`src/source/harness_pkg.sv`:
```
`default_nettype none

package harness_pkg;

  // Bus widths shared by the AXI4-Lite side and the memory side
  localparam int unsigned ADDR_W = 32;
  localparam int unsigned DATA_W = 32;

  // SRAM depth in words
  localparam int unsigned NUM_WORDS = 1024;

  // Memory map
  // One address bit splits SRAM from host control
  localparam logic [ADDR_W-1:0] HOST_BASE    = 32'h1000_0000;
  localparam int unsigned       HOST_SEL_BIT = 28;

  // Host control register offsets
  localparam logic [ADDR_W-1:0] HOST_CHAR_OFS = 32'h0000_0000;
  localparam logic [ADDR_W-1:0] HOST_EXIT_OFS = 32'h0000_0004;

  // AXI response codes
  localparam logic [1:0] RESP_OKAY = 2'b00;

endpackage : harness_pkg

`default_nettype wire

```
`src/source/mem_req_if.sv`:
```
`timescale 1ns/1ps
`default_nettype none

// Single-request memory port
// A request is one cycle of req high and rdata follows one cycle later
interface mem_req_if #(
  parameter int unsigned AddrWidth = harness_pkg::ADDR_W,
  parameter int unsigned DataWidth = harness_pkg::DATA_W
);

  logic                   req;
  logic                   we;
  logic [AddrWidth-1:0]   addr;
  logic [DataWidth/8-1:0] be;
  logic [DataWidth-1:0]   wdata;
  logic [DataWidth-1:0]   rdata;

  modport mgr (output req, output we, output addr, output be, output wdata, input rdata);

  modport dev (input req, input we, input addr, input be, input wdata, output rdata);

endinterface : mem_req_if

`default_nettype wire

```
`src/source/mem_router.sv`:
```
`timescale 1ns/1ps
`default_nettype none

module mem_router (
  input  wire logic clk_i,
  input  wire logic rst_n_i,
  mem_req_if.dev    up,
  mem_req_if.mgr    sram,
  mem_req_if.mgr    host
);

  import harness_pkg::*;

  logic host_sel;
  logic host_sel_q;

  assign host_sel = (up.addr[HOST_SEL_BIT] == HOST_BASE[HOST_SEL_BIT]);

  // Only the selected target sees the request
  assign sram.req   = up.req && !host_sel;
  assign sram.we    = up.we;
  assign sram.addr  = up.addr;
  assign sram.be    = up.be;
  assign sram.wdata = up.wdata;

  assign host.req   = up.req && host_sel;
  assign host.we    = up.we;
  assign host.addr  = up.addr;
  assign host.be    = up.be;
  assign host.wdata = up.wdata;

  // Selection remembered for the data cycle
  always_ff @(posedge clk_i) begin
    if (!rst_n_i) begin
      host_sel_q <= 1'b0;
    end else if (up.req) begin
      host_sel_q <= host_sel;
    end
  end

  assign up.rdata = host_sel_q ? host.rdata : sram.rdata;

endmodule : mem_router

`default_nettype wire

```
`src/flat_wrapper.sv`:
```
// flat-port wrapper written by rule: the top's interface ports become plain ports
module mem_router_flat import harness_pkg::*;
  (clk_i, rst_n_i, up_req, up_we, up_addr, up_be, up_wdata, up_rdata, sram_req, sram_we, sram_addr, sram_be, sram_wdata, sram_rdata, host_req, host_we, host_addr, host_be, host_wdata, host_rdata);
  mem_req_if up_i ();
  mem_req_if sram_i ();
  mem_req_if host_i ();
  input  wire logic clk_i;
  input  wire logic rst_n_i;
  input wire logic [$bits(up_i.req)-1:0] up_req;
  input wire logic [$bits(up_i.we)-1:0] up_we;
  input wire logic [$bits(up_i.addr)-1:0] up_addr;
  input wire logic [$bits(up_i.be)-1:0] up_be;
  input wire logic [$bits(up_i.wdata)-1:0] up_wdata;
  output wire logic [$bits(up_i.rdata)-1:0] up_rdata;
  output wire logic [$bits(sram_i.req)-1:0] sram_req;
  output wire logic [$bits(sram_i.we)-1:0] sram_we;
  output wire logic [$bits(sram_i.addr)-1:0] sram_addr;
  output wire logic [$bits(sram_i.be)-1:0] sram_be;
  output wire logic [$bits(sram_i.wdata)-1:0] sram_wdata;
  input wire logic [$bits(sram_i.rdata)-1:0] sram_rdata;
  output wire logic [$bits(host_i.req)-1:0] host_req;
  output wire logic [$bits(host_i.we)-1:0] host_we;
  output wire logic [$bits(host_i.addr)-1:0] host_addr;
  output wire logic [$bits(host_i.be)-1:0] host_be;
  output wire logic [$bits(host_i.wdata)-1:0] host_wdata;
  input wire logic [$bits(host_i.rdata)-1:0] host_rdata;
  assign up_i.req = up_req;
  assign up_i.we = up_we;
  assign up_i.addr = up_addr;
  assign up_i.be = up_be;
  assign up_i.wdata = up_wdata;
  assign up_rdata = up_i.rdata;
  assign sram_req = sram_i.req;
  assign sram_we = sram_i.we;
  assign sram_addr = sram_i.addr;
  assign sram_be = sram_i.be;
  assign sram_wdata = sram_i.wdata;
  assign sram_i.rdata = sram_rdata;
  assign host_req = host_i.req;
  assign host_we = host_i.we;
  assign host_addr = host_i.addr;
  assign host_be = host_i.be;
  assign host_wdata = host_i.wdata;
  assign host_i.rdata = host_rdata;
  mem_router u_core (.clk_i(clk_i), .rst_n_i(rst_n_i), .up(up_i), .sram(sram_i), .host(host_i));
endmodule
```
`config.mk`:
```
export PLATFORM = sky130hd
export DESIGN_NAME = mem_router_flat
export DESIGN_NICKNAME = d
export VERILOG_FILES = /design/src/source/harness_pkg.sv /design/src/source/mem_req_if.sv /design/src/source/mem_router.sv /design/src/flat_wrapper.sv
export SDC_FILE = /design/constraint.sdc
export NUM_CORES = 1
export LEC_CHECK = 0
export BUFFER_PORTS_ARGS = -buffer_cell sky130_fd_sc_hd__buf_4
export CAP_MARGIN = 20
export CORE_AREA = 4 4 116 118
export DETAILED_ROUTE_END_ITERATION = 8
export DIE_AREA = 0 0 120 122
export GPL_TIMING_DRIVEN = 0
export SKIP_CTS_REPAIR_TIMING = 1
export SKIP_LAST_GASP = 1
export SYNTH_ARGS = -nofsm -noshare
export SYNTH_HDL_FRONTEND = slang
export SYNTH_SLANG_ARGS = --single-unit
```
`constraint.sdc`:
```
create_clock -name clk_i -period 0.85 [get_ports clk_i]
set_input_delay 0.0425 -clock clk_i [delete_from_list [all_inputs] [get_ports clk_i]]
set_output_delay 0.0425 -clock clk_i [all_outputs]
set_load 0.02 [all_outputs]
```
# ---- Word level (Yosys, flattened, before mapping)
# Cells that the tools add are included.
# Widths: inputs -> output; s select.
dict set report op_classes {
  n_mux 1
  n_reduce_logical 3
}
# op n
set op_table {}
lappend op_table {{$mux 32} 1}
lappend op_table {{$logic_and 1x1->1} 2}
lappend op_table {{$logic_not 1->1} 1}
dict set report word_totals {
  reg_bits 1
  wordCells 5
}

# ---- Longest topological paths before layout
# Gate-level depths: netlist of run 1.
dict set report depth {
  word_depth 2
  ltp_mapped 3
  ltp_nobuf 2
}

# ---- Worst setup path before layout of run 1
# OpenSTA, ideal clock, no wires.
dict set report synth_timing {
  path_kind {flip-flop to output port}
  startpoint {register u_core.host_sel_q}
  endpoint {output up_rdata[0]}
  arrival_ps 909
  slack_ps -101
  stages_incl_launch_ff 4
  path_buffers 2
  path_cell_list {dfxtp_1 buf_6 buf_12 mux2_4}
}
dict set report synth_between {
  elab_chain_len 1
}
# element line_no
set synth_lines {}
lappend synth_lines {{start: declaration} mem_router.sv:15} ;# logic host_sel_q;
lappend synth_lines {{start signal: assignment} mem_router.sv:37} ;# host_sel_q <= host_sel;
lappend synth_lines {{$mux 32} mem_router.sv:41} ;# assign up.rdata = host_sel_q ? host.rdata : sram.rdata;
lappend synth_lines {{end: declaration} flat_wrapper.sv:14} ;# output wire logic [$bits(up_i.rdata)-1:0] up_rdata;
# No other way between the ends.

# ---- Worst setup path after layout of run 1
dict set report layout_timing {
  startpoint {register u_core.host_sel_q}
  endpoint {output up_rdata[12]}
}
# Same word-level chain as after synthesis.

==> results_dict.tcl, run 1 <==
set metrics [dict create \
    critPathBufInv 3 \
    crit_type "reg -> out" \
    hold_path_depth 2 \
    dp_cells 590 \
    final_area_sq_mm 0.00390 \
    final_cell_mix "buf_4, mux2_4, buf_6" \
    final.fill_count 1321 \
    wl_per_cell_um 11.8 \
    hpwl_mm 6.51 \
    post-place-ws_ns -0.291 \
    die_x_um 120 \
    crit_arrival_ns 1.08 \
    viasPerCell 3.17 \
    drt-pass1-iter-count 2 \
    peakVddDrop_uv 287 \
    start_util 0.130 \
    drive_gt1_frac 0.993 \
    die_area_sq_mm 0.0146 \
    ys.warnings.count 0 \
    largest_registers "u_core.host_sel_q x1" \
    reg2reg_depth 3 \
    synthesis.area_sq_mm 0.00163 \
    synth_cells 179 \
    power.internal_uw 1540 \
    port-buffer-count 239 \
    yosys_register_bits 1 \
    worst_slack_ns -0.272 \
    crit_fanout 5 \
    nets 562 \
    grt_pass1_vias 1822 \
    p_switching_uw 1040 \
    worst_path_max_delay_cell "dfxtp_4" \
    hold_viol_final 0 \
    antenna_found_initial 0 \
    critPathRequiredTime_ns 0.81 \
    synth_fp_nets 315 \
    cp_num_cells 4 \
    synthXorXnorAreaFrac 0 \
    fin_crit_sh 1.32 \
    tightest_slew_ns 0.0802 \
    drt_iter0_drc 12 \
    fin_skew_ns 0 \
    insertion_delay_ns 0 \
    synth-compound-area-share 0.00462 \
    seq_area_frac_synth 0.0123 \
    clkPwrFrac 0 \
    maxCapViolCount 0 \
    endpoint_kind "output port" \
    core_sq_mm 0.0125 \
    max_freq_ghz 0.891 \
    hold_class "in -> reg" \
    p_leak_uw 0.00219 \
    finalPower_uw 2580 \
    cts.clk_slew.worst_paths_ns 0 \
    final_common_cell "buf_4" \
    globalplace.congestion 0.679 \
    grt_overflow 0 \
    crit_path_max_incr_delay_ns 0.33 \
    n_antenna_cell 0 \
    synth_top_family_by_area "buffers and inverters" \
    placementRows 41 \
    drc_errors 0 \
    grt_max_degree 11 \
    crit_chain "buf_12, clkbuf_16, mux2_4, buf_6" \
    grt_pass1_wl_mm 8.96 \
    top_register "u_core.host_sel_q" \
    die_h_um 122 \
    largest_reg_flops 1 \
    p_per_area_mw_per_mm2 661 \
    synth_simple_gate_area_share 0.0115 \
    status "complete, but fails checks" \
    hold_slack_ns 0.249 \
    maxSlewViolCount 0 \
    placement.cell_area_sq_mm 0.00364 \
    syn2layout_area_growth_pct 140 \
    io_pins 308 \
    instances_no_fill 596 \
    synth_fa_ha_area_frac 0 \
    sw_frac_of_total 0.402 \
    rsz0062_at_grt "true" \
    min_period_ns 1.12 \
    setup_viol 33 \
    detail-route-antenna-nets 0 \
    synth_mux_area_frac 0.291 \
    wl_mm 7.04 \
    seqPwrFrac 0.021 \
    comb_power_share 0.979 \
    synth_area_per_cell_sq_um 9.09 \
    vias 1887 \
    synth_cell_types 9 \
    relSlewSlack 0.946 \
    violations "negative setup slack" \
    track_usage 0.0724 \
    critPathLaunchType "flip-flop" \
    critical_path.top_delay_family "buffers and inverters" \
]
-- power by group through the flow --
stage	combinational, uW	clock (uW)	sequential (uW)
floorplan	1400	0	51.9
global placement	2370	0	51.9
detailed placement	2380	0	52.0
CTS	2390	0	52.0
global route	2640	0	53.1
finish	2530	0	52.9
-- worst paths after layout --
| path | start | slack (ns) | to |
|---|---|---|---|
| worst min register to register | u_core.host_sel_q$_SDFFE_PN0P_ | 0.74 | u_core.host_sel_q$_SDFFE_PN0P_ |
| worst min-delay path | rst_n_i | 0.25 | u_core.host_sel_q$_SDFFE_PN0P_ |
| worst max-delay path | u_core.host_sel_q$_SDFFE_PN0P_ | -0.27 | up_rdata[12] |
| worst max register to register | u_core.host_sel_q$_SDFFE_PN0P_ | -0.02 | u_core.host_sel_q$_SDFFE_PN0P_ |
-- layout make-up --
cell class,count,area [sq um],share of cell area
repair buffers,245,2030,0.521
well taps,172,215,0.0552
multi-input cells,36,514,0.132
flip-flops and latches,1,23.8,0.00610
plain buffers,142,1120,0.286
-- cell usage after synthesis (all sizes together) --
cell type	count	share of area
buf	142	0.68
mux2	32	0.29
nor2b	2	0.0077
and2	1	0.0038
dfxtp	1	0.012
o21a	1	0.0046
-- per-stage QoR --
step                      utilization  setup TNS (ns)
after floorplan                     -           -2.82
after global placement          0.292           -8.46
after detailed placement        0.292           -8.48
after CTS                       0.292           -8.48
after global routing            0.313           -8.61
final                           0.313           -7.90
-- logic make-up after synthesis --
group | Yosys count
compound gates | 1
buf+inv | 142
flops | 1
mux | 32
simple gates | 3
-- per-layer routing --
layer | up-vias | routed length [um] | GRT usage
li1 | 918 | - | -
met1 | 821 | 1990 | 0.0715
met2 | 148 | 4120 | 0.155
met3 | 0 | 926 | 0.0214
met4 | 0 | 0 | 0
met5 | - | 0 | 0
Note: power is estimated with default switching activity, not from simulation.
==> run 2, diff against run 1 <==
- RECOVER_POWER: unset -> 50
- SKIP_CTS_REPAIR_TIMING: 1 -> unset
==> results_dict.tcl, run 2 (same netlist as run 1, synthesis figures left out) <==
set metrics [dict create \
    peakVddDrop_uv 262 \
    holdBufCountCts 0 \
    grt_max_degree 11 \
    crit_fanout 7 \
    crit_chain "buf_12, clkbuf_16, mux2_4, buf_6" \
    syn2layout_area_growth_pct 121 \
    fin_tns_setup_ns -7.59 \
    grt_overflow 0 \
    fin_crit_sh 1.31 \
    worst_slack_ns -0.266 \
    wl_per_cell_um 11.8 \
    relSlewSlack 0.820 \
    vias 1875 \
    die_area_sq_mm 0.0146 \
    final.fill_count 1401 \
    min_period_ns 1.12 \
    critPathBufInv 3 \
    maxSlewViolCount 0 \
    worst_path_max_delay_cell "dfxtp_2" \
    drt_iter0_drc 13 \
    die_h_um 122 \
    antenna_found_initial 0 \
    placementRows 41 \
    crit_path_max_incr_delay_ns 0.32 \
    io_pins 308 \
    tightest_slew_ns 0.271 \
    critical_path.top_delay_family "buffers and inverters" \
    core_sq_mm 0.0125 \
    grt_pass1_wl_mm 9.09 \
    drc_errors 0 \
    track_usage 0.0736 \
    nets 560 \
    hold_class "in -> reg" \
    worstReg2RegStart "u_core.host_sel_q$_SDFFE_PN0P_" \
    critPathLaunchType "flip-flop" \
    globalplace.congestion 0.679 \
    crit_arrival_ns 1.07 \
    detail-route-antenna-nets 0 \
    largest_registers "u_core.host_sel_q x1" \
    fin_skew_ns 0 \
    hpwl_mm 6.51 \
    insertion_delay_ns 0 \
    wl_mm 7.00 \
    min_from "rst_n_i" \
    p_per_area_mw_per_mm2 671 \
    crit_start "u_core.host_sel_q$_SDFFE_PN0P_" \
    endpoint_kind "output port" \
    port-buffer-count 239 \
    top_register "u_core.host_sel_q" \
    viasPerCell 3.16 \
    hold_slack_ns 0.249 \
    p_leak_uw 0.00191 \
    die_x_um 120 \
    crit_type "reg -> out" \
    drive_gt1_frac 0.825 \
    critPathRequiredTime_ns 0.81 \
    cts.clk_slew.worst_paths_ns 0 \
    final_cell_mix "buf_4, clkbuf_1, buf_6" \
    drt-pass1-iter-count 3 \
    max_freq_ghz 0.896 \
    violations "negative setup slack" \
    setup_viol 33 \
    final_util 0.288 \
    start_util 0.130 \
    final_common_cell "buf_4" \
    status "complete, but fails checks" \
    largest_reg_flops 1 \
    n_antenna_cell 0 \
    rsz0062_at_grt "true" \
    grt_pass1_vias 1845 \
    hold_viol_final 0 \
    maxCapViolCount 0 \
]
run 2: per-layer routing:
layer	vias to the layer above	part of all wire	wire [um]	GRT usage
met5	-	0	0	0
met4	0	0	0	0
met3	0	0.13	916	0.0223
met2	150	0.59	4090	0.159
met1	810	0.28	1990	0.0715
li1	915	-	-	-
run 2: layout make-up:
cell class              instances  area (sq um)  area share
repair buffers                243          1740       0.484
plain buffers                 142          1120       0.311
multi-input cells              36           499       0.139
well taps                     172           215      0.0599
flip-flops and latches          1          21.3     0.00592
run 2: worst register-to-register path: stages, from the launching register on:
cell,delay [ns]
dfxtp_2,0.30
buf_12,0.15
buf_6,0.12
nor2b_1,0.12
o21a_1,0.15
run 2: where the power goes:
group          switching [uW]  internal, uW
Sequential               1.90          51.1
Combinational            1030          1330
Clock                       0             0
run 2: final timing paths:
kind / endpoint / slack, ns / cells after the start
max: up_rdata[12] / -0.27 / 4
min: u_core.host_sel_q$_SDFFE_PN0P_ / 0.25 / 2
max reg2reg: u_core.host_sel_q$_SDFFE_PN0P_ / -0.11 / 4
min reg2reg: u_core.host_sel_q$_SDFFE_PN0P_ / 0.84 / 4
run 2: repair_timing:
action | 4_1_cts | 5_1_grt
endpoints found under the setup margin | 32 | 33
pin swaps | 0 | 0
setup buffers | 1 | 0
gates resized for setup | 12 | 24
gates cloned | 1 | 2
run 2: stage by stage:
stage | setup slack (ns) | area, sq um | cells | total power [uW]
5_1_grt | -0.294 | 3590 | 594 | 2530
4_1_cts | -0.276 | 3710 | 592 | 2490
6_report | -0.266 | 3590 | 594 | 2410
3_5_place_dp | -0.291 | 3640 | 590 | 2440
3_3_place_gp | -0.288 | 3640 | 590 | 2420
2_1_floorplan | -0.0933 | 1630 | 179 | 1450
