## src/source/harness_pkg.sv

```systemverilog
`default_nettype none

package harness_pkg;

  // Bus widths shared by the AXI4-Lite side and the memory side
  localparam int unsigned ADDR_W = 32;
  localparam int unsigned DATA_W = 32;

  // SRAM depth in words
  localparam int unsigned NUM_WORDS = 1024;

  // Memory map
  // One address bit splits SRAM from host control
  localparam logic [ADDR_W-1:0] HOST_BASE    = 32'h1000_0000;
  localparam int unsigned       HOST_SEL_BIT = 28;

  // Host control register offsets
  localparam logic [ADDR_W-1:0] HOST_CHAR_OFS = 32'h0000_0000;
  localparam logic [ADDR_W-1:0] HOST_EXIT_OFS = 32'h0000_0004;

  // AXI response codes
  localparam logic [1:0] RESP_OKAY = 2'b00;

endpackage : harness_pkg

`default_nettype wire

```

## src/source/mem_req_if.sv

```systemverilog
`timescale 1ns/1ps
`default_nettype none

// Single-request memory port
// A request is one cycle of req high and rdata follows one cycle later
interface mem_req_if #(
  parameter int unsigned AddrWidth = harness_pkg::ADDR_W,
  parameter int unsigned DataWidth = harness_pkg::DATA_W
);

  logic                   req;
  logic                   we;
  logic [AddrWidth-1:0]   addr;
  logic [DataWidth/8-1:0] be;
  logic [DataWidth-1:0]   wdata;
  logic [DataWidth-1:0]   rdata;

  modport mgr (output req, output we, output addr, output be, output wdata, input rdata);

  modport dev (input req, input we, input addr, input be, input wdata, output rdata);

endinterface : mem_req_if

`default_nettype wire

```

## src/source/host_ctrl.sv

```systemverilog
`timescale 1ns/1ps
`default_nettype none

module host_ctrl #(
  parameter int unsigned DataWidth = harness_pkg::DATA_W
) (
  input  wire logic           clk_i,
  input  wire logic           rst_n_i,
  mem_req_if.dev              mem,
  output logic [DataWidth-1:0] exit_code_o,
  output logic                 exit_valid_o,
  output logic [7:0]           char_o,
  output logic                 char_valid_o,
  output logic [15:0]          char_count_o
);

  import harness_pkg::*;

  // Register select uses the low address bits only
  localparam int unsigned OfsBits = 4;

  logic                 hit_char;
  logic                 hit_exit;
  logic [DataWidth-1:0] rdata_q;

  assign hit_char = (mem.addr[OfsBits-1:0] == HOST_CHAR_OFS[OfsBits-1:0]);
  assign hit_exit = (mem.addr[OfsBits-1:0] == HOST_EXIT_OFS[OfsBits-1:0]);

  always_ff @(posedge clk_i) begin
    if (!rst_n_i) begin
      exit_code_o  <= '0;
      exit_valid_o <= 1'b0;
      char_o       <= '0;
      char_valid_o <= 1'b0;
      char_count_o <= '0;
      rdata_q      <= '0;
    end else begin
      char_valid_o <= 1'b0;
      if (mem.req && mem.we) begin
        // Character needs the low byte lane
        if (hit_char && mem.be[0]) begin
          char_o       <= mem.wdata[7:0];
          char_valid_o <= 1'b1;
          char_count_o <= char_count_o + 16'd1;
        end
        if (hit_exit) begin
          for (int b = 0; b < DataWidth/8; b++) begin
            if (mem.be[b]) begin
              exit_code_o[b*8 +: 8] <= mem.wdata[b*8 +: 8];
            end
          end
          // Sticky until reset
          exit_valid_o <= 1'b1;
        end
      end else if (mem.req) begin
        if (hit_char) begin
          rdata_q <= {{(DataWidth-16){1'b0}}, char_count_o};
        end else if (hit_exit) begin
          rdata_q <= exit_code_o;
        end else begin
          rdata_q <= '0;
        end
      end
    end
  end

  assign mem.rdata = rdata_q;

endmodule : host_ctrl

`default_nettype wire

```

## src/flat_wrapper.sv

```systemverilog
// flat-port wrapper written by rule: the top's interface ports become plain ports
module host_ctrl_flat import harness_pkg::*;
#(
  parameter int unsigned DataWidth = harness_pkg::DATA_W
)
  (clk_i, rst_n_i, exit_code_o, exit_valid_o, char_o, char_valid_o, char_count_o, mem_req, mem_we, mem_addr, mem_be, mem_wdata, mem_rdata);
  mem_req_if #(.DataWidth(DataWidth)) mem_i ();
  input  wire logic clk_i;
  input  wire logic rst_n_i;
  output logic [DataWidth-1:0] exit_code_o;
  output logic exit_valid_o;
  output logic [7:0] char_o;
  output logic char_valid_o;
  output logic [15:0] char_count_o;
  input wire logic [$bits(mem_i.req)-1:0] mem_req;
  input wire logic [$bits(mem_i.we)-1:0] mem_we;
  input wire logic [$bits(mem_i.addr)-1:0] mem_addr;
  input wire logic [$bits(mem_i.be)-1:0] mem_be;
  input wire logic [$bits(mem_i.wdata)-1:0] mem_wdata;
  output wire logic [$bits(mem_i.rdata)-1:0] mem_rdata;
  assign mem_i.req = mem_req;
  assign mem_i.we = mem_we;
  assign mem_i.addr = mem_addr;
  assign mem_i.be = mem_be;
  assign mem_i.wdata = mem_wdata;
  assign mem_rdata = mem_i.rdata;
  host_ctrl #(.DataWidth(DataWidth)) u_core (.clk_i(clk_i), .rst_n_i(rst_n_i), .mem(mem_i), .exit_code_o(exit_code_o), .exit_valid_o(exit_valid_o), .char_o(char_o), .char_valid_o(char_valid_o), .char_count_o(char_count_o));
endmodule
```

## config.mk

```make
export PLATFORM = sky130hd
export DESIGN_NAME = host_ctrl_flat
export DESIGN_NICKNAME = d
export VERILOG_FILES = /design/src/source/harness_pkg.sv /design/src/source/mem_req_if.sv /design/src/source/host_ctrl.sv /design/src/flat_wrapper.sv
export SDC_FILE = /design/constraint.sdc
export NUM_CORES = 1
export LEC_CHECK = 0
export ABC_AREA = 1
export BUFFER_PORTS_ARGS = -buffer_cell sky130_fd_sc_hd__clkbuf_2
export CAP_MARGIN = 20
export CORE_ASPECT_RATIO = 0.8
export CORE_MARGIN = 4
export CORE_UTILIZATION = 47
export DETAILED_ROUTE_END_ITERATION = 10
export PLACE_DENSITY = 0.8
export RECOVER_POWER = 50
export SETUP_SLACK_MARGIN = 0.05
export SLEW_MARGIN = 15
export SYNTH_ARGS = -nofsm -noshare
export SYNTH_HDL_FRONTEND = slang
export SYNTH_SLANG_ARGS = --single-unit
```

## constraint.sdc

```tcl
create_clock -name clk_i -period 1.95 [get_ports clk_i]
set_clock_uncertainty 0.1 [all_clocks]
set_input_delay 0.0975 -clock clk_i [delete_from_list [all_inputs] [get_ports clk_i]]
set_output_delay 0.0975 -clock clk_i [all_outputs]
set_load 0.05 [all_outputs]
```

# Word level (Yosys, flattened, before mapping)
# Index checks and enable logic that the tools add are counted.
# classes
magnitude_cmp	0
bitwise_logic	1
div	0
n_addsub	1
reduce_logical	11
n_eq_ne	1
muxes	3
n_shift	0
n_mul	0
# op_table
operator	count
$mux W32	2
$add A16 B1 Y16 const B	1
$reduce_and A3 Y1	4
$reduce_and A2 Y1	4
$eq A4 B3 Y1 const B	1
$logic_not A4 Y1	1
$logic_and A1 B1 Y1	2
$mux W1	1
$not A1 Y1	1
# word_totals
latch_bits	0
rom_bits	0
reg_bits	90
memories	0
mem_bits_rw	0
inputBits	72

# Logic depth before layout (Yosys ltp)
# Gate-level depths: netlist (run 1).
# logic_depth
depth_word	3
ltp_mapped	9

# Worst setup path after synthesis (run 1)
# No wires, ideal clock.
# synth_path
path_type	flip-flop to flip-flop
start	register u_core.char_count_o[0]
end	register u_core.char_count_o[12]
n_path_buf	0
arrival_ns	1.684
path_stages_with_launch	9
t_required_ns	1.737
setup_time_ns	0.113
setup_slack_ns	0.053
path_cell_list	dfxtp_1 ha_1 nand2_1 nor2_1 nand2_1 nor2_2 nand3_1 nor2_1 nor2_1
# synth_between
elab_chain_cells	1
# synth_rtl
element	line_no	text
start: declaration	host_ctrl.sv:14	output logic [15:0] char_count_o
start signal: assignment	host_ctrl.sv:44	char_count_o <= char_count_o + 16'd1;
$add A16 B1 Y16	host_ctrl.sv:44	
# No other way between the ends.
# A chain may end at the register's enable or synchronous reset.

# Worst setup path after layout (run 1)
# layout_path
start	register u_core.char_count_o[0]
end	register u_core.char_count_o[14]
# Same word-level chain as after synthesis.

==> out/results.txt, run 1 <==
EDFF count, synth - 0
Crit-path slowest cell - dfxtp_1
R2R cell count - 9
top post-synthesis cells by count - 103 x nor2_1, 90 x dfxtp_1, 62 x nand2_1
gp weighted congestion - 0.858
crit path DAT - 1.83 ns
Worst VDD drop - 0.379 mV
Hold Path Depth - 4
Ports - 162
drt first-iter violations - 178
fin area - 4840 um2
area of the multi-input gates - 1480 um2
most frequent CP cell - nand2_1
clk_lat worst skew - 0.35 ns
Critical R2R Capture - u_core.char_count_o[14]$_SDFFE_PN0P_
status - finished clean
Die Area - 9240 um2
Num CTS Buffers - 9
area growth from synthesis to layout - 32.7%
sequential area share after synthesis - 49.4%
vias per cell - 4.81
RR Startpoint - u_core.char_count_o[0]$_SDFFE_PN0P_
GR Overflow Total - 0
Yosys top cell by area - dfxtp_1
Worst EP required - 2.13 ns
Placeable Area - 7460 um2
reg-to-reg slack, setup - 0.30 ns
CP startpoint kind - flip-flop
Slew Viols, Final - 0
Async SR Flop Fraction - 0%
pwr dens - 729 nW/um2
Hold Crit Start - mem_be[3]
num rows - 28
Tcrit/Tclk final - 84.6%
hold path endpoint - u_core.exit_code_o[24]$_SDFFE_PN0P_
Initial Util - 48.9%
Setup crit end kind - flip-flop
H-Tree Depth - 3
Register Area - 1800 um2
maximum clock insertion buffer count - 2
CP max FO - 8
most frequent cell after synthesis - nor2_1
WS Path Type - reg2reg
Fin. Hold Viols - 0
total negative slack - 0 ns
worst-margin pin slew - 0.678 ns
TritonRoute pass-1 iters - 5
crit path time final - 1.65 ns
Fmax - 606 MHz
Vias - 3738
synth warn - 0
Post-Syn Nets - 581
Main synth FF type - dfxtp_1
clock sinks - 90
Syn Std Cell Area - 3650 um2
Slew headroom - 54.7%
post-synthesis cell count - 508
Final #Nets - 743
clock root cell - clkbuf_8
Area contributors post-synth - dfxtp_1 49%, nor2_1 11%, o21ai_0 7.7%
CTS tree - done
Crit path largest cell delay - 0.41 ns
post-DP HPWL - 7.36 mm
Post-DP Area - 4390 um2
Setup-failing EPs final - 0
Die X - 106 um
number of buffers added on ports - 133
Pleak - 2.15 nW
Routed Wire Length - 10.3 mm
wire per inst - 13.3 um
first-pass GRT wire length - 16.5 mm
mean post-synth cell area - 7.18 um2
Max-Cap Viols - 0
initial antenna violation count - 0
CP cell instances - ha_1 -> nand2_1 -> nor2_1 -> nand2_1 -> nor2_4 -> nand3_1 -> nand2_1 -> nand2_1 -> nor2_1
distinct cell type count after synthesis - 23
top cell type's share of synthesized area - 49.4%
DRC violations left - 0
clock slew at reported path FFs - 0.08 ns
All-Layer GR Usage - 22.5%
filler cell count - 680
Hold WC Path Type - in2reg
# diodes - 0
ANT nets after route - 0
largest net degree at the start of global routing - 56
share of layout cells above drive strength 1 - 17.4%
Die Height - 86.8 um
Synth Register Bits - 90
RSZ-0062 raised after global routing - no
vias in the first global route - 3469
==> state kept, by name (all words and copies together), names as in the netlist <==
name	cells
u_core.exit_code_o	32
u_core.exit_valid_o	1
u_core.char_valid_o	1
u_core.char_o	8
u_core.mem.rdata	32
u_core.char_count_o	16
==> critical path, delay by kind of cell (launching register included) <==
family / cells / cell delay (ns)
and+or+nand+nor: 8 / 0.89
DFF: 1 / 0.41
adders and majority gates: 1 / 0.20
==> layout by cell type (no fill, tap or decap), types with 9 or more instances in the layout <==
cell           synthesis  routed
nand3_1               26      26
clkbuf_8               0       9
clkbuf_1              11      42
a21oi_1               52      52
nor2_1               103     105
nand2_1               62      62
inv_1                 59      62
o21ai_0               56      62
clkbuf_2               0      94
dfxtp_1               90      90
dlygate4sd3_1          0      32
==> area by class of cell <==
type | count | area share (%)
Clock inverter | 4 | 1.45
Inverter | 64 | 4.96
Sequential cell | 90 | 37.2
Clock buffer | 9 | 2.56
Tap cell | 105 | 2.71
Multi-Input combinational cell | 331 | 30.6
Timing Repair Buffer | 174 | 20.5
==> report_power, final <==
group	internal, mW	switching, mW	leakage, nW	total, mW
sequential	1.86	0.0159	0.728	1.88
combinational	0.128	0.232	1.32	0.360
clock	0.697	0.597	0.101	1.29
total	2.69	0.844	2.15	3.53
==> stage by stage <==
stage | hold slack [ns] | utilization [%] | setup slack [ns] | cells | power [mW]
detailed placement | 0.248 | 58.8 | 0.260 | 732 | 2.23
global placement | 0.247 | 58.8 | 0.299 | 732 | 2.23
floorplan | 0.146 | - | 0.0533 | 508 | 2.13
global route | 0.156 | 64.9 | 0.112 | 777 | 3.67
finish | 0.131 | 64.9 | 0.301 | 777 | 3.53
CTS | 0.125 | 65.7 | 0.228 | 777 | 3.57
==> layer usage <==
metal | track usage (%) | vias to the layer above | share of wire (%)
met4 | 6.04 | 0 | 1.4
li1 | - | 1936 | -
met1 | 29.5 | 1666 | 44
met2 | 36.7 | 123 | 48
met3 | 6.33 | 13 | 7.3
met5 | 0 | - | 0
==> what timing repair did <==
action                                  in CTS  in global routing
endpoints found under the hold margin       40                  0
hold buffers                                32                  0
endpoints found under the setup margin       0                  2
setup buffers                                0                  0
gates resized for setup                      0                  1
==> kinds of logic after synthesis <==
| logic type | synth area share [%] |
|---|---|
| buffers and inverters | 9.88 |
| AND/OR/NAND/NOR | 23.4 |
| adder cells (fa/ha/maj) | 0.343 |
| AO/OA/AOI/OAI | 17.0 |
| flip-flops | 49.4 |
==> worst max path at each step <==
stage / cells past startpoint / endpoint / from / slack (ns)
floorplan: 8 / u_core.char_count_o[12]$_SDFFE_PN0P_ / u_core.char_count_o[0]$_SDFFE_PN0P_ / 0.05
global placement: 9 / u_core.char_count_o[14]$_SDFFE_PN0P_ / u_core.char_count_o[0]$_SDFFE_PN0P_ / 0.30
detailed placement: 9 / u_core.char_count_o[12]$_SDFFE_PN0P_ / u_core.char_count_o[0]$_SDFFE_PN0P_ / 0.26
CTS: 9 / u_core.char_count_o[12]$_SDFFE_PN0P_ / u_core.char_count_o[0]$_SDFFE_PN0P_ / 0.23
global route: 9 / u_core.char_count_o[12]$_SDFFE_PN0P_ / u_core.char_count_o[0]$_SDFFE_PN0P_ / 0.11
finish: 9 / u_core.char_count_o[14]$_SDFFE_PN0P_ / u_core.char_count_o[0]$_SDFFE_PN0P_ / 0.30
(Power assumes the default switching activity.)
==> inputs of run 2 (changes only) <==
--- a/config.mk
+++ b/config.mk
@@ -10,9 +10,9 @@
 export CAP_MARGIN = 20
 export CORE_ASPECT_RATIO = 0.8
 export CORE_MARGIN = 4
-export CORE_UTILIZATION = 47
+export CORE_UTILIZATION = 42
 export DETAILED_ROUTE_END_ITERATION = 10
-export PLACE_DENSITY = 0.8
+export PLACE_DENSITY = 0.75
 export RECOVER_POWER = 50
 export SETUP_SLACK_MARGIN = 0.05
 export SLEW_MARGIN = 15
==> constraint.sdc (replaced) <==
create_clock -name clk_i -period 1.5 [get_ports clk_i]
set_clock_uncertainty 0.1 [all_clocks]
set_input_delay 0.075 -clock clk_i [delete_from_list [all_inputs] [get_ports clk_i]]
set_output_delay 0.075 -clock clk_i [all_outputs]
set_load 0.05 [all_outputs]
==> run 2 against run 1 <==
Against the previous run:
- global-route usage decreased by 1.6 points
- final cell count increased by 2.4%
- worst hold slack got worse by 0.0057 ns
- final area increased by 3.5%
- total power increased by 29%
- via count increased by 3.3%
- largest cell class unchanged
- combinational power increased by 34%
==> out/results.txt, run 2 (synthesis results as in run 1) <==
Crit-path slowest cell - dfxtp_4 (was dfxtp_1)
Routed Wire Length - 11.0 mm (was 10.3 mm)
worst-margin pin slew - 0.650 ns (was 0.678 ns)
CTS tree - done (unchanged)
total power - 4.54 mW (was 3.53 mW)
Max-Cap Viols - 0 (unchanged)
All-Layer GR Usage - 20.9% (was 22.5%)
Setup WS post-layout - 0.0434 ns (was 0.301 ns)
crit path DAT - 1.64 ns (was 1.83 ns)
Final #Nets - 755 (was 743)
Slew headroom - 56.9% (was 54.7%)
Num CTS Buffers - 9 (unchanged)
pre-CTS setup slack - -0.0286 ns (was 0.260 ns)
Ports - 162 (unchanged)
CP max FO - 8 (unchanged)
filler cell count - 823 (was 680)
initial antenna violation count - 0 (unchanged)
Setup-failing EPs final - 0 (unchanged)
Hold WC Path Type - in2reg (unchanged)
Placeable Area - 8480 um2 (was 7460 um2)
CP cell instances - ha_4 -> nand2_4 -> nor2_4 -> nand2_2 -> nor2_4 -> nand3_2 -> nand2_1 -> nand2_1 -> nor2_1 (was ha_1 -> nand2_1 -> nor2_1 -> nand2_1 -> nor2_4 -> nand3_1 -> nand2_1 -> nand2_1 -> nor2_1)
most frequent cells in the layout - 107 x clkbuf_2, 102 x nor2_1, 79 x dfxtp_1 (was 105 x nor2_1, 94 x clkbuf_2, 90 x dfxtp_1)
Tcrit/Tclk final - 97.1% (was 84.6%)
Buffers & Inverters on Critical Path - 0 (unchanged)
Hold Path Depth - 4 (unchanged)
share of layout cells above drive strength 1 - 23.4% (was 17.4%)
Worst EP required - 1.68 ns (was 2.13 ns)
ANT nets after route - 0 (unchanged)
Fmax - 687 MHz (was 606 MHz)
area growth from synthesis to layout - 37.4% (was 32.7%)
hold path endpoint - u_core.exit_code_o[8]$_SDFFE_PN0P_ (was u_core.exit_code_o[24]$_SDFFE_PN0P_)
clock slew at reported path FFs - 0.08 ns (about the same)
vias per cell - 4.85 (was 4.81)
Die X - 112 um (was 106 um)
R2R cell count - 9 (unchanged)
CP startpoint kind - flip-flop (unchanged)
wire per inst - 13.8 um (was 13.3 um)
clock root cell - clkbuf_8 (unchanged)
DRC violations left - 0 (unchanged)
number of buffers added on ports - 133 (unchanged)
final core occ - 59.1% (was 64.9%)
status - finished clean (unchanged)
post-DP HPWL - 8.04 mm (was 7.36 mm)
CP top delay family - simple AND/OR/NAND/NOR gates (unchanged)
RSZ-0062 raised after global routing - yes (was no)
Crit path depth - 9 (unchanged)
RR Startpoint - u_core.char_count_o[1]$_SDFFE_PN0P_ (was u_core.char_count_o[0]$_SDFFE_PN0P_)
Crit path largest cell delay - 0.37 ns (was 0.41 ns)
pwr dens - 906 nW/um2 (was 729 nW/um2)
WS Path Type - reg2reg (unchanged)
Initial Util - 43.0% (was 48.9%)
first-pass GRT wire length - 17.3 mm (was 16.5 mm)
gp weighted congestion - 0.891 (was 0.858)
vias in the first global route - 3591 (was 3469)
Die Height - 91.3 um (was 86.8 um)
GR Overflow Total - 0 (unchanged)
drt first-iter violations - 204 (was 178)
Worst VDD drop - 0.457 mV (was 0.379 mV)
largest net degree at the start of global routing - 32 (was 56)
Fin. Hold Viols - 0 (unchanged)
maximum clock insertion buffer count - 2 (unchanged)
TritonRoute pass-1 iters - 5 (unchanged)
crit path time final - 1.46 ns (was 1.65 ns)
# diodes - 0 (unchanged)
reg-to-reg slack, setup - 0.04 ns (was 0.30 ns)
most common cell after layout, fill and taps aside - clkbuf_2 (was nor2_1)
Critical R2R Capture - u_core.char_count_o[14]$_SDFFE_PN0P_ (unchanged)
num rows - 30 (was 28)
clock sinks - 90 (unchanged)
Vias - 3860 (was 3738)
clk_lat worst skew - 0.35 ns (about the same)
Pleak - 2.25 nW (was 2.15 nW)
Hold Crit Start - rst_n_i (was mem_be[3])
H-Tree Depth - 3 (unchanged)
Slew Viols, Final - 0 (unchanged)
Setup crit end kind - flip-flop (unchanged)
Die Area - 10200 um2 (was 9240 um2)
-- run 2: changes by cell type in the layout (fill, tap and decap cells not counted), sizes merged --
cell and delta:
bufinv -1, buf +9, clkbuf +4
-- run 2: final cells by class --
class / count / area [um2] / area share [%]
Sequential cell: 90 / 1830 / 36.5
Multi-Input combinational cell: 331 / 1520 / 30.4
Timing Repair Buffer: 186 / 1090 / 21.7
Inverter: 64 / 240 / 4.80
Clock buffer: 10 / 149 / 2.97
Tap cell: 112 / 140 / 2.80
Clock inverter: 3 / 40.0 / 0.799
-- run 2: timing repair --
action / 4_1_cts / 5_1_grt
setup buffers: 1 / 2
hold endpoints to repair: 40 / 0
resized for setup: 0 / 6
endpoints found under the setup margin: 2 / 9
pin swaps: 1 / 1
hold buffers: 32 / 0
-- run 2: worst max path at each step --
stage,start,end,slack [ns]
final,u_core.char_count_o[1]$_SDFFE_PN0P_,u_core.char_count_o[14]$_SDFFE_PN0P_,0.04
after floorplan,u_core.char_count_o[0]$_SDFFE_PN0P_,u_core.char_count_o[12]$_SDFFE_PN0P_,0.02
after global placement,u_core.char_count_o[0]$_SDFFE_PN0P_,u_core.char_count_o[12]$_SDFFE_PN0P_,0.03
after global routing,u_core.char_count_o[1]$_SDFFE_PN0P_,u_core.char_count_o[14]$_SDFFE_PN0P_,-0.006
after CTS,u_core.char_count_o[1]$_SDFFE_PN0P_,u_core.char_count_o[14]$_SDFFE_PN0P_,0.06
after detailed placement,mem_addr[1],u_core.exit_code_o[16]$_SDFFE_PN0P_,-0.03
-- run 2: power breakdown --
| group | leakage, nW | total, mW | switching (mW) | internal (mW) |
|---|---|---|---|---|
| clock | 0.0990 | 1.62 | 0.785 | 0.838 |
| combinational | 1.42 | 0.482 | 0.307 | 0.176 |
| sequential | 0.735 | 2.43 | 0.0200 | 2.41 |
-- run 2: through the flow --
step	TNS [ns]	hold WS (ns)	cell area [um2]	std cells
after CTS	0	0.0707	5040	794
after floorplan	0	0.123	3710	508
after global routing	-0.00554	0.127	5010	796
final	0	0.126	5010	796
after detailed placement	-0.0834	0.229	4530	748
after global placement	0	0.222	4530	748
-- run 2: worst register-to-register path: cells and delay by family (launching register included) --
| family | cells | cell delay, ns |
|---|---|---|
| and+or+nand+nor | 8 | 0.77 |
| adders and majority gates | 1 | 0.15 |
| DFF | 1 | 0.37 |
-- run 2: routing by layer --
metal  GRT usage [%]  routed length [um]  part of all wire (%)  up-vias
li1                -                   -                     -     1962
met1            27.5                4720                    43     1748
met2            34.2                5290                    48      135
met3            5.06                 784                   7.1       15
met4            6.21                 179                   1.6        0
met5               0                   0                     0        -
