File: src/source/harness_pkg.sv
`default_nettype none

package harness_pkg;

  // Bus widths shared by the AXI4-Lite side and the memory side
  localparam int unsigned ADDR_W = 32;
  localparam int unsigned DATA_W = 32;

  // SRAM depth in words
  localparam int unsigned NUM_WORDS = 1024;

  // Memory map
  // One address bit splits SRAM from host control
  localparam logic [ADDR_W-1:0] HOST_BASE    = 32'h1000_0000;
  localparam int unsigned       HOST_SEL_BIT = 28;

  // Host control register offsets
  localparam logic [ADDR_W-1:0] HOST_CHAR_OFS = 32'h0000_0000;
  localparam logic [ADDR_W-1:0] HOST_EXIT_OFS = 32'h0000_0004;

  // AXI response codes
  localparam logic [1:0] RESP_OKAY = 2'b00;

endpackage : harness_pkg

`default_nettype wire

File: src/source/mem_req_if.sv
`timescale 1ns/1ps
`default_nettype none

// Single-request memory port
// A request is one cycle of req high and rdata follows one cycle later
interface mem_req_if #(
  parameter int unsigned AddrWidth = harness_pkg::ADDR_W,
  parameter int unsigned DataWidth = harness_pkg::DATA_W
);

  logic                   req;
  logic                   we;
  logic [AddrWidth-1:0]   addr;
  logic [DataWidth/8-1:0] be;
  logic [DataWidth-1:0]   wdata;
  logic [DataWidth-1:0]   rdata;

  modport mgr (output req, output we, output addr, output be, output wdata, input rdata);

  modport dev (input req, input we, input addr, input be, input wdata, output rdata);

endinterface : mem_req_if

`default_nettype wire

File: src/source/axil_to_mem.sv
`timescale 1ns/1ps
`default_nettype none

module axil_to_mem #(
  parameter int unsigned AddrWidth = harness_pkg::ADDR_W,
  parameter int unsigned DataWidth = harness_pkg::DATA_W
) (
  input  wire logic                   clk_i,
  input  wire logic                   rst_n_i,
  // Write address and data
  input  wire logic [AddrWidth-1:0]   awaddr_i,
  input  wire logic                   awvalid_i,
  output      logic                   awready_o,
  input  wire logic [DataWidth-1:0]   wdata_i,
  input  wire logic [DataWidth/8-1:0] wstrb_i,
  input  wire logic                   wvalid_i,
  output      logic                   wready_o,
  // Write response
  output      logic [1:0]             bresp_o,
  output      logic                   bvalid_o,
  input  wire logic                   bready_i,
  // Read address and data
  input  wire logic [AddrWidth-1:0]   araddr_i,
  input  wire logic                   arvalid_i,
  output      logic                   arready_o,
  output      logic [DataWidth-1:0]   rdata_o,
  output      logic [1:0]             rresp_o,
  output      logic                   rvalid_o,
  input  wire logic                   rready_i,
  // Memory side
  mem_req_if.mgr                      mem
);

  import harness_pkg::*;

  typedef enum logic [1:0] {IDLE, REQ, WAIT, RESP} state_e;

  state_e                 state_q;
  logic                   aw_seen_q;
  logic                   w_seen_q;
  logic                   we_q;
  logic [AddrWidth-1:0]   addr_q;
  logic [DataWidth-1:0]   wdata_q;
  logic [DataWidth/8-1:0] be_q;
  logic [DataWidth-1:0]   rdata_q;

  logic idle;
  logic aw_hs;
  logic w_hs;
  logic ar_hs;
  logic wr_go;
  logic resp_valid;
  logic resp_done;

  assign idle = (state_q == IDLE);

  // AW and W may arrive apart, a write starts once both are in
  // Reads wait while any part of a write is pending
  assign awready_o = idle && !aw_seen_q;
  assign wready_o  = idle && !w_seen_q;
  assign arready_o = idle && !aw_seen_q && !w_seen_q && !awvalid_i && !wvalid_i;

  assign aw_hs = awvalid_i && awready_o;
  assign w_hs  = wvalid_i && wready_o;
  assign ar_hs = arvalid_i && arready_o;
  assign wr_go = (aw_seen_q || aw_hs) && (w_seen_q || w_hs);

  // Response is offered from the cycle the memory answers
  assign resp_valid = (state_q == WAIT) || (state_q == RESP);
  assign resp_done  = we_q ? bready_i : rready_i;

  assign bvalid_o = resp_valid && we_q;
  assign rvalid_o = resp_valid && !we_q;
  assign bresp_o  = RESP_OKAY;
  assign rresp_o  = RESP_OKAY;
  assign rdata_o  = (state_q == RESP) ? rdata_q : mem.rdata;

  assign mem.req   = (state_q == REQ);
  assign mem.we    = we_q;
  assign mem.addr  = addr_q;
  assign mem.be    = be_q;
  assign mem.wdata = wdata_q;

  always_ff @(posedge clk_i) begin
    if (!rst_n_i) begin
      state_q   <= IDLE;
      aw_seen_q <= 1'b0;
      w_seen_q  <= 1'b0;
      we_q      <= 1'b0;
    end else begin
      case (state_q)
        IDLE: begin
          if (wr_go) begin
            we_q      <= 1'b1;
            aw_seen_q <= 1'b0;
            w_seen_q  <= 1'b0;
            state_q   <= REQ;
          end else if (ar_hs) begin
            we_q    <= 1'b0;
            state_q <= REQ;
          end else begin
            aw_seen_q <= aw_seen_q || aw_hs;
            w_seen_q  <= w_seen_q || w_hs;
          end
        end
        REQ:  state_q <= WAIT;
        WAIT: state_q <= resp_done ? IDLE : RESP;
        RESP: begin
          if (resp_done) begin
            state_q <= IDLE;
          end
        end
        default: state_q <= IDLE;
      endcase
    end
  end

  // Payload capture
  always_ff @(posedge clk_i) begin
    if (aw_hs) begin
      addr_q <= awaddr_i;
    end else if (ar_hs) begin
      addr_q <= araddr_i;
    end
    if (w_hs) begin
      wdata_q <= wdata_i;
      be_q    <= wstrb_i;
    end
    // Hold read data for a stalled R channel
    if (state_q == WAIT) begin
      rdata_q <= mem.rdata;
    end
  end

endmodule : axil_to_mem

`default_nettype wire

File: src/flat_wrapper.sv
// flat-port wrapper written by rule: the top's interface ports become plain ports
module axil_to_mem_flat import harness_pkg::*;
#(
  parameter int unsigned AddrWidth = harness_pkg::ADDR_W,
  parameter int unsigned DataWidth = harness_pkg::DATA_W
)
  (clk_i, rst_n_i, awaddr_i, awvalid_i, awready_o, wdata_i, wstrb_i, wvalid_i, wready_o, bresp_o, bvalid_o, bready_i, araddr_i, arvalid_i, arready_o, rdata_o, rresp_o, rvalid_o, rready_i, mem_req, mem_we, mem_addr, mem_be, mem_wdata, mem_rdata);
  mem_req_if #(.AddrWidth(AddrWidth), .DataWidth(DataWidth)) mem_i ();
  input  wire logic clk_i;
  input  wire logic rst_n_i;
  input  wire logic [AddrWidth-1:0] awaddr_i;
  input  wire logic awvalid_i;
  output      logic awready_o;
  input  wire logic [DataWidth-1:0] wdata_i;
  input  wire logic [DataWidth/8-1:0] wstrb_i;
  input  wire logic wvalid_i;
  output      logic wready_o;
  output      logic [1:0] bresp_o;
  output      logic bvalid_o;
  input  wire logic bready_i;
  input  wire logic [AddrWidth-1:0] araddr_i;
  input  wire logic arvalid_i;
  output      logic arready_o;
  output      logic [DataWidth-1:0] rdata_o;
  output      logic [1:0] rresp_o;
  output      logic rvalid_o;
  input  wire logic rready_i;
  output wire logic [$bits(mem_i.req)-1:0] mem_req;
  output wire logic [$bits(mem_i.we)-1:0] mem_we;
  output wire logic [$bits(mem_i.addr)-1:0] mem_addr;
  output wire logic [$bits(mem_i.be)-1:0] mem_be;
  output wire logic [$bits(mem_i.wdata)-1:0] mem_wdata;
  input wire logic [$bits(mem_i.rdata)-1:0] mem_rdata;
  assign mem_req = mem_i.req;
  assign mem_we = mem_i.we;
  assign mem_addr = mem_i.addr;
  assign mem_be = mem_i.be;
  assign mem_wdata = mem_i.wdata;
  assign mem_i.rdata = mem_rdata;
  axil_to_mem #(.AddrWidth(AddrWidth), .DataWidth(DataWidth)) u_core (.clk_i(clk_i), .rst_n_i(rst_n_i), .awaddr_i(awaddr_i), .awvalid_i(awvalid_i), .awready_o(awready_o), .wdata_i(wdata_i), .wstrb_i(wstrb_i), .wvalid_i(wvalid_i), .wready_o(wready_o), .bresp_o(bresp_o), .bvalid_o(bvalid_o), .bready_i(bready_i), .araddr_i(araddr_i), .arvalid_i(arvalid_i), .arready_o(arready_o), .rdata_o(rdata_o), .rresp_o(rresp_o), .rvalid_o(rvalid_o), .rready_i(rready_i), .mem(mem_i));
endmodule
File: config.mk
export PLATFORM = sky130hd
export DESIGN_NAME = axil_to_mem_flat
export DESIGN_NICKNAME = d
export VERILOG_FILES = /design/src/source/harness_pkg.sv /design/src/source/mem_req_if.sv /design/src/source/axil_to_mem.sv /design/src/flat_wrapper.sv
export SDC_FILE = /design/constraint.sdc
export NUM_CORES = 1
export LEC_CHECK = 0
export BUFFER_PORTS_ARGS = -buffer_cell sky130_fd_sc_hd__buf_2
export CAP_MARGIN = 15
export CORE_UTILIZATION = 45
export CTS_CLUSTER_DIAMETER = 100
export DETAILED_ROUTE_END_ITERATION = 8
export HOLD_SLACK_MARGIN = 0.06
export PLACE_DENSITY = 0.83
export SLEW_MARGIN = 25
export SYNTH_ARGS = -nofsm -noshare
export SYNTH_HDL_FRONTEND = slang
export SYNTH_SLANG_ARGS = --single-unit
File: constraint.sdc
create_clock -name clk_i -period 7.1 [get_ports clk_i]
set_input_delay 0.71 -clock clk_i [delete_from_list [all_inputs] [get_ports clk_i]]
set_output_delay 0.71 -clock clk_i [all_outputs]
set_load 0.05 [all_outputs]
# == Word-level counts from Yosys, hierarchy flattened ==
# Cells that the tools add are included.
# word_totals
register_bits,105
latch_bits,0
mem_bits_rw,0
mem_bits_ro,0
inputBits,139
out_inout_bits,111
elab_cells,54
mem_count,0
# op_classes
n_addsub,0
multipliers,0
div,0
magnitude_cmp,0
n_eq_ne,6
shifts,0
n_mux,15
bitwise,0
reduce_logical,25
# ops
cell,n
32-bit two-way mux,3
1-bit logical AND,11
2-bit two-way mux,4
2-bit case mux with 4 select lines,1
1-bit two-way mux,7
2-bit AND reduction,3
1-bit zero test,5
"2-bit == test, second input constant",2
2-bit nonzero test,2
1-bit logical OR,3
"3-bit inequality test, second input constant",1
"2-bit by 1-bit == test with 1-bit output, second input constant",1
2-bit zero test,1
"2-bit by 1-bit inequality test with 1-bit output, second input constant",1
"2-bit inequality test, second input constant",1

# == Longest topological paths before layout ==
# Gate-level depths: netlist (run 1).
# logic_depth
depth_word,9
ltp_mapped,5
mapped_depth_nobuf,3

# == Worst setup path before layout (run 1) ==
# No wires, ideal clock.
# synth_path
path_kind,input to register
from,in wvalid_i
to,"reg u_core.addr_q[0], in the netlist u_core.mem.addr[0] (enable)"
setup_ps,461
arrival_ps,3194
required_time_ps,6639
path_slack_ps,3445
cell_stages,3
path_buffers,0
cell_sequence,nor2_1 a21oi_1 nor3_1
# synth_via
elab_chain_len,4
# synth_lines
element,line,text
from (decl),flat_wrapper.sv:16,input wire logic wvalid_i;
1-bit zero test,axil_to_mem.sv:61,assign arready_o = idle && !aw_seen_q && !w_seen_q && !awvalid_i && !wvalid_i;
1-bit logical AND,axil_to_mem.sv:61,
1-bit logical AND,axil_to_mem.sv:65,assign ar_hs = arvalid_i && arready_o;
2-bit nonzero test (no line),--,
to (signal assigned),axil_to_mem.sv:121,addr_q <= awaddr_i;
to (signal assigned),axil_to_mem.sv:123,addr_q <= araddr_i;
to (decl),axil_to_mem.sv:42,logic [AddrWidth-1:0] addr_q;
# No other way between the ends.
# A chain may end at the register's enable or synchronous reset.

# == Worst setup path in the final report (run 1) ==
# layout_path
from,reg u_core.state_q[1]
to,out rdata_o[30]
# layout_via
elab_chain_len,2
# layout_lines
element,line,text
from (decl),axil_to_mem.sv:38,state_e state_q;
from (signal assigned),axil_to_mem.sv:107,WAIT: state_q <= resp_done ? IDLE : RESP;
2-bit == test,axil_to_mem.sv:76,assign rdata_o = (state_q == RESP) ? rdata_q : mem.rdata;
32-bit two-way mux,axil_to_mem.sv:76,
to (decl),flat_wrapper.sv:24,output logic [DataWidth-1:0] rdata_o;
# No other way between the ends.

==> flow_summary.yaml, run 1 <==
status:
  status: "complete, no violations"
sta:
  relSlewSlack_pct: 43.9
  rsz0062_at_grt: "false"
  fin_skew_ns: 0.00965
  setup_viol_count_final: 0
  finalSetupTns_ns: 0
  maxSlewViolCount: 0
  worstMarginPinSlew_ns: 0.837
  final_hold_viol_count: 0
  max_freq_mhz: 355
  min_period_over_period_pct: 39.6
  min_period_ns: 2.82
synth:
  synthFlopType: "edfxtp_1"
  synth_common_cells: "100 x edfxtp_1, 64 x mux2_2, 7 x nor2_1"
  synthTopCellsByArea: "edfxtp_1 73%, mux2_2 18%, dfxtp_1 2.4%"
  synthesis.area_mm2: 0.00411
  async_flop_share_pct: 0
  synth_seq_cells: 105
  synthCells: 215
  synth_edf_count: 100
  synth_top_area_share_pct: 73.1
  ys_seq_area_share_pct: 75.5
  ys_warn_count: 0
  synth_cell_types: 25
  synth_area_leader_cell: "edfxtp_1"
  yosysMostFrequentCell: "edfxtp_1"
  syn-mean-instance-area_um2: 19.1
power_and_ir_drop:
  p_leak_uw: 0.00241
  peakVddDrop_v: 0.000140
  p_sw_uw: 704
  intPower_uw: 1090
  pwr-share-comb_pct: 34.8
  power.density_mw_per_mm2: 319
  pwr-share-clk_pct: 18.8
  p_sw_share_pct: 39.2
  seq_power_share_pct: 46.4
route:
  drtIter0Drc: 92
  post_drt_wl_per_cell_um: 16.2
  first_pass_iters: 4
  vias: 2799
  viasPerCell: 4.82
  routed_wl_um: 9440
  post-route-drc-count: 0
  final_antenna_net_count: 0
clock_network:
  cts_root_buf: "clkbuf_8"
  clockBufferDepth: 2
  clkLatencyLatePin_ns: 0.36
  cts_tree: "yes"
  cts_setup_buffers: 0
  post_cts_resized: 0
  numClockSinks: 105
  path_clk_slew_ns: 0.10
  h-tree-depth: 3
  cts_hold_buf: 0
  cts_inserted_buffers: 9
placement:
  finalWeightedCongestion: 0.796
  dpl.hpwl_um: 7290
  port_buffers: 245
  dp_cells: 565
setup_path:
  cp_cell_sequence: "nand2_1, buf_4, mux2_2, buf_2"
  critPathKind: "reg -> out"
  arrival_ns: 2.11
  cp_slowest_cell: "nand2_1"
  critical_path.max_fanout: 20
  cp-end-kind: "output pin"
  worst_setup_path_start_kind: "flip-flop"
  worst_path_largest_cell_delay_ns: 0.42
  required_ns: 6.39
final_layout:
  drive_above_1_share_pct: 70.2
  diodes: 0
  stdcell_count: 581
  fillers: 644
  final_nets: 607
  syn_to_final_growth_pct: 36.8
grt:
  grt_overflow: 0
  grt.total_usage_pct: 19.9
  grt_max_degree: 37
  grt_pass1_wl_um: 14500
  first_global_vias: 2873
  antenna_found_initial: 0
min_path:
  hp-class: "in -> reg"
floorplan:
  die_area_mm2: 0.00952
  dieHeight_um: 97.6
  die_x_um: 97.6
  num_rows: 34
  start_util_pct: 46.9
  num_io_pins: 250
  core_area_mm2: 0.00876
run:
  cap_violations: 0
-- registers in the layout, summed over array words and instances, names as in the netlist --
name              flops
u_core.w_seen_q       1
u_core.rdata_q       32
u_core.mem.wdata     32
u_core.mem.we         1
u_core.aw_seen_q      1
u_core.mem.be         4
u_core.state_q        2
u_core.mem.addr      32
-- metal layers --
layer / vias up / part of all wire, % / GRT usage (%)
met5: - / 0 / 0
li1: 1330 / - / -
met2: 144 / 54 / 36.3
met4: 0 / 1.7 / 7.81
met1: 1313 / 37 / 22.3
met3: 12 / 7.0 / 4.68
-- placed cells by master (no fill, tap or decap) --
cell type / count
a21oi_1: 4
inv_1: 3
buf_2: 245
buf_4: 5
nand2b_1: 1
o21ai_0: 3
and3_1: 1
o21a_1: 1
mux2i_1: 1
nor2b_1: 1
mux2_2: 64
nand3_1: 1
clkinvlp_4: 4
a31oi_1: 1
nand2_1: 2
or2_1: 1
nor2_1: 7
and2_1: 2
clkbuf_8: 9
o311a_1: 1
conb_1: 4
clkbuf_1: 1
edfxtp_1: 100
nor3b_4: 1
nor3_2: 1
dfxtp_1: 5
nor2b_2: 1
inv_8: 2
a221oi_1: 1
-- layout make-up --
type / instances / area, um^2 / share of cell area, %
clock inverters: 6 / 52.6 / 0.935
clock buffers: 10 / 128 / 2.27
flip-flops and latches: 105 / 3100 / 55.2
repair buffers: 250 / 1260 / 22.5
inverters: 3 / 11.3 / 0.200
multi-input cells: 99 / 927 / 16.5
well taps: 108 / 135 / 2.40
-- final timing paths --
path	cells after the start	endpoint	slack (ns)	start
max	4	rdata_o[30]	4.28	u_core.state_q[1]
min reg2reg	2	u_core.w_seen_q	0.56	u_core.w_seen_q
max reg2reg	4	u_core.mem.addr[2]	5.12	u_core.state_q[1]
min	1	u_core.mem.wdata[25]	0.52	wdata_i[25]
-- power groups by stage --
stage | sequential [uW] | combinational [uW] | clock [uW]
floorplan | 1090 | 236 | 0
global placement | 842 | 619 | 0
detailed placement | 847 | 630 | 0
CTS | 834 | 631 | 351
global route | 841 | 655 | 376
finish | 832 | 625 | 337
-- cell families (layout without fill, tap and decap cells) --
family	Yosys count	count (layout)	share of synthesized area (%)
other	1	4	0.0913
DFF	105	105	75.5
AOI/OAI and AO/OA	11	11	1.64
and+or+nand+nor	19	19	2.59
muxes	65	65	17.8
buffers and inverters	14	269	2.38
-- metrics by stage --
| step | power (uW) | instance area [um^2] | setup WS [ns] | hold WS [ns] | utilization, % |
|---|---|---|---|---|---|
| 2_1_floorplan | 1330 | 4120 | 3.44 | 0.497 | - |
| 3_3_place_gp | 1460 | 5440 | 4.76 | 0.516 | 62.1 |
| 3_5_place_dp | 1480 | 5440 | 4.66 | 0.544 | 62.1 |
| 4_1_cts | 1820 | 5620 | 4.26 | 0.494 | 64.1 |
| 5_1_grt | 1870 | 5620 | 4.15 | 0.489 | 64.1 |
| 6_report | 1790 | 5620 | 4.28 | 0.523 | 64.1 |
-- critical path: cells and delay by family, from the launching register on --
| family | cells | cell delay [ns] |
|---|---|---|
| DFF | 1 | 0.37 |
| muxes | 1 | 0.38 |
| buffers and inverters | 2 | 0.58 |
| and+or+nand+nor | 1 | 0.42 |
No activity file was read; power rests on OpenSTA's default activity.
==> run 2: changes to the inputs <==
- CORE_UTILIZATION: 45 -> 43
- PLACE_DENSITY: 0.83 -> 0.8
- clock period: 7.1 -> 2.68 ns (I/O delays scaled with it)
==> flow_summary.yaml, run 2 (synthesis results as in run 1) <==
final_layout:
  final_common_cell: "buf_2"
  syn_to_final_growth_pct: 39.3
  final_nets: 614
  diodes: 0
  layout_common_cells: "245 x buf_2, 100 x edfxtp_1, 64 x mux2_2, 9 x clkbuf_8"
  drive_above_1_share_pct: 69.5
setup_path:
  arrival_ns: 2.09
  worst_setup_path_start_kind: "flip-flop"
  worstSetupStartpoint: "u_core.state_q[1]"
  critPathTopFamily: "simple AND/OR/NAND/NOR gates"
  cp_cell_sequence: "or2_1, nor3b_4, buf_4, mux2_2"
  cp_slowest_cell: "or2_1"
  critical_path.max_fanout: 32
  cp-end-kind: "flip-flop"
  critPathKind: "reg -> reg"
  worst_path_largest_cell_delay_ns: 0.38
  cp.buffers_inverters: 1
  r2r-start: "u_core.state_q[1]"
  required_ns: 2.79
grt:
  first_global_vias: 2749
  antenna_found_initial: 1
  grt.total_usage_pct: 18.2
  grt_max_degree: 37
  grt_pass1_wl_um: 13800
  grt_overflow: 0
sta:
  hold_slack_ns: 0.0795
  setup_viol_count_final: 0
  worstMarginPinSlew_ns: 0.808
  max_freq_mhz: 503
  fin_skew_ns: 0.0101
  final_hold_viol_count: 0
  finalSetupTns_ns: 0
  rsz0062_at_grt: "false"
  min_period_ns: 1.99
  min_period_over_period_pct: 74.1
  maxSlewViolCount: 0
  relSlewSlack_pct: 46.1
power_and_ir_drop:
  p_leak_uw: 0.00244
  peakVddDrop_v: 0.000375
  fin_total_pwr_uw: 4770
  power.density_mw_per_mm2: 833
placement:
  dpl.hpwl_um: 6960
  finalWeightedCongestion: 0.744
  port_buffers: 245
route:
  final_antenna_net_count: 0
  routed_wl_um: 9290
  first_pass_iters: 4
  vias: 2819
  drtIter0Drc: 68
  post-route-drc-count: 0
  post_drt_wl_per_cell_um: 15.3
  viasPerCell: 4.64
clock_network:
  h-tree-depth: 3
  cts_tree: "yes"
  cts_root_buf: "clkbuf_8"
  path_clk_slew_ns: 0.10
  cts_inserted_buffers: 9
  clkLatencyLatePin_ns: 0.35
  clockBufferDepth: 2
  numClockSinks: 105
floorplan:
  num_rows: 35
  dieHeight_um: 99.8
  die_x_um: 99.8
  core_area_mm2: 0.00924
  start_util_pct: 44.5
  num_io_pins: 250
  die_area_mm2: 0.00995
run:
  cap_violations: 0
min_path:
  hp-class: "in -> reg"
  hp-start: "wstrb_i[0]"
status:
  status: "complete, no violations"
## run 2: cell types whose count changed in the layout (fill, tap and decap cells not counted)
cell           delta
clkinvlp_4        -1
and2_2            +1
and2_1            -1
clkbuf_1          -1
clkinv_4          +1
nor3_4            +1
dlygate4sd3_1     +7
nor3_2            -1
## run 2: what timing repair did
item,4_1_cts,5_1_grt
gates resized for setup,0,0
endpoints found under the hold margin,2,5
hold buffers,2,5
setup buffers,0,0
## run 2: stage by stage
step | cell area, um^2 | util [%] | worst slack (ns) | cells
after CTS | 5670 | 61.4 | 0.676 | 603
after global placement | 5470 | 59.2 | 0.728 | 586
final | 5720 | 61.9 | 0.694 | 608
after floorplan | 4130 | - | 0.243 | 218
after detailed placement | 5470 | 59.2 | 0.688 | 586
after global routing | 5720 | 61.9 | 0.561 | 608
## run 2: routing by layer
metal	GRT usage (%)	up-vias	part of all wire, %
li1	-	1343	-
met1	21.4	1341	39
met5	0	-	0
met2	32.4	128	53
met3	4.64	7	7.1
met4	6.33	0	0.96
## run 2: final timing paths
kind,to,slack (ns),depth (start not counted)
setup / recovery,u_core.mem.addr[0],0.69,4
hold / removal,u_core.mem.be[0],0.08,1
setup reg to reg,u_core.mem.addr[0],0.69,4
hold reg to reg,u_core.state_q[1],0.56,2
## run 2: where the power goes
group / switching, uW / internal, uW / leakage, uW / total (uW)
combinational: 1250 / 417 / 0.00138 / 1660
clock: 556 / 348 / 0.0000814 / 904
sequential: 71.5 / 2130 / 0.000981 / 2200
total: 1870 / 2890 / 0.00244 / 4770
## run 2: final cells by class
class	instances	area, um^2
tap	129	161
inverter	3	11.3
sequential	105	3100
timing repair buffer	257	1330
clock inverter	6	53.8
fill	728	3520
multi-input combinational	99	935
clock buffer	9	124
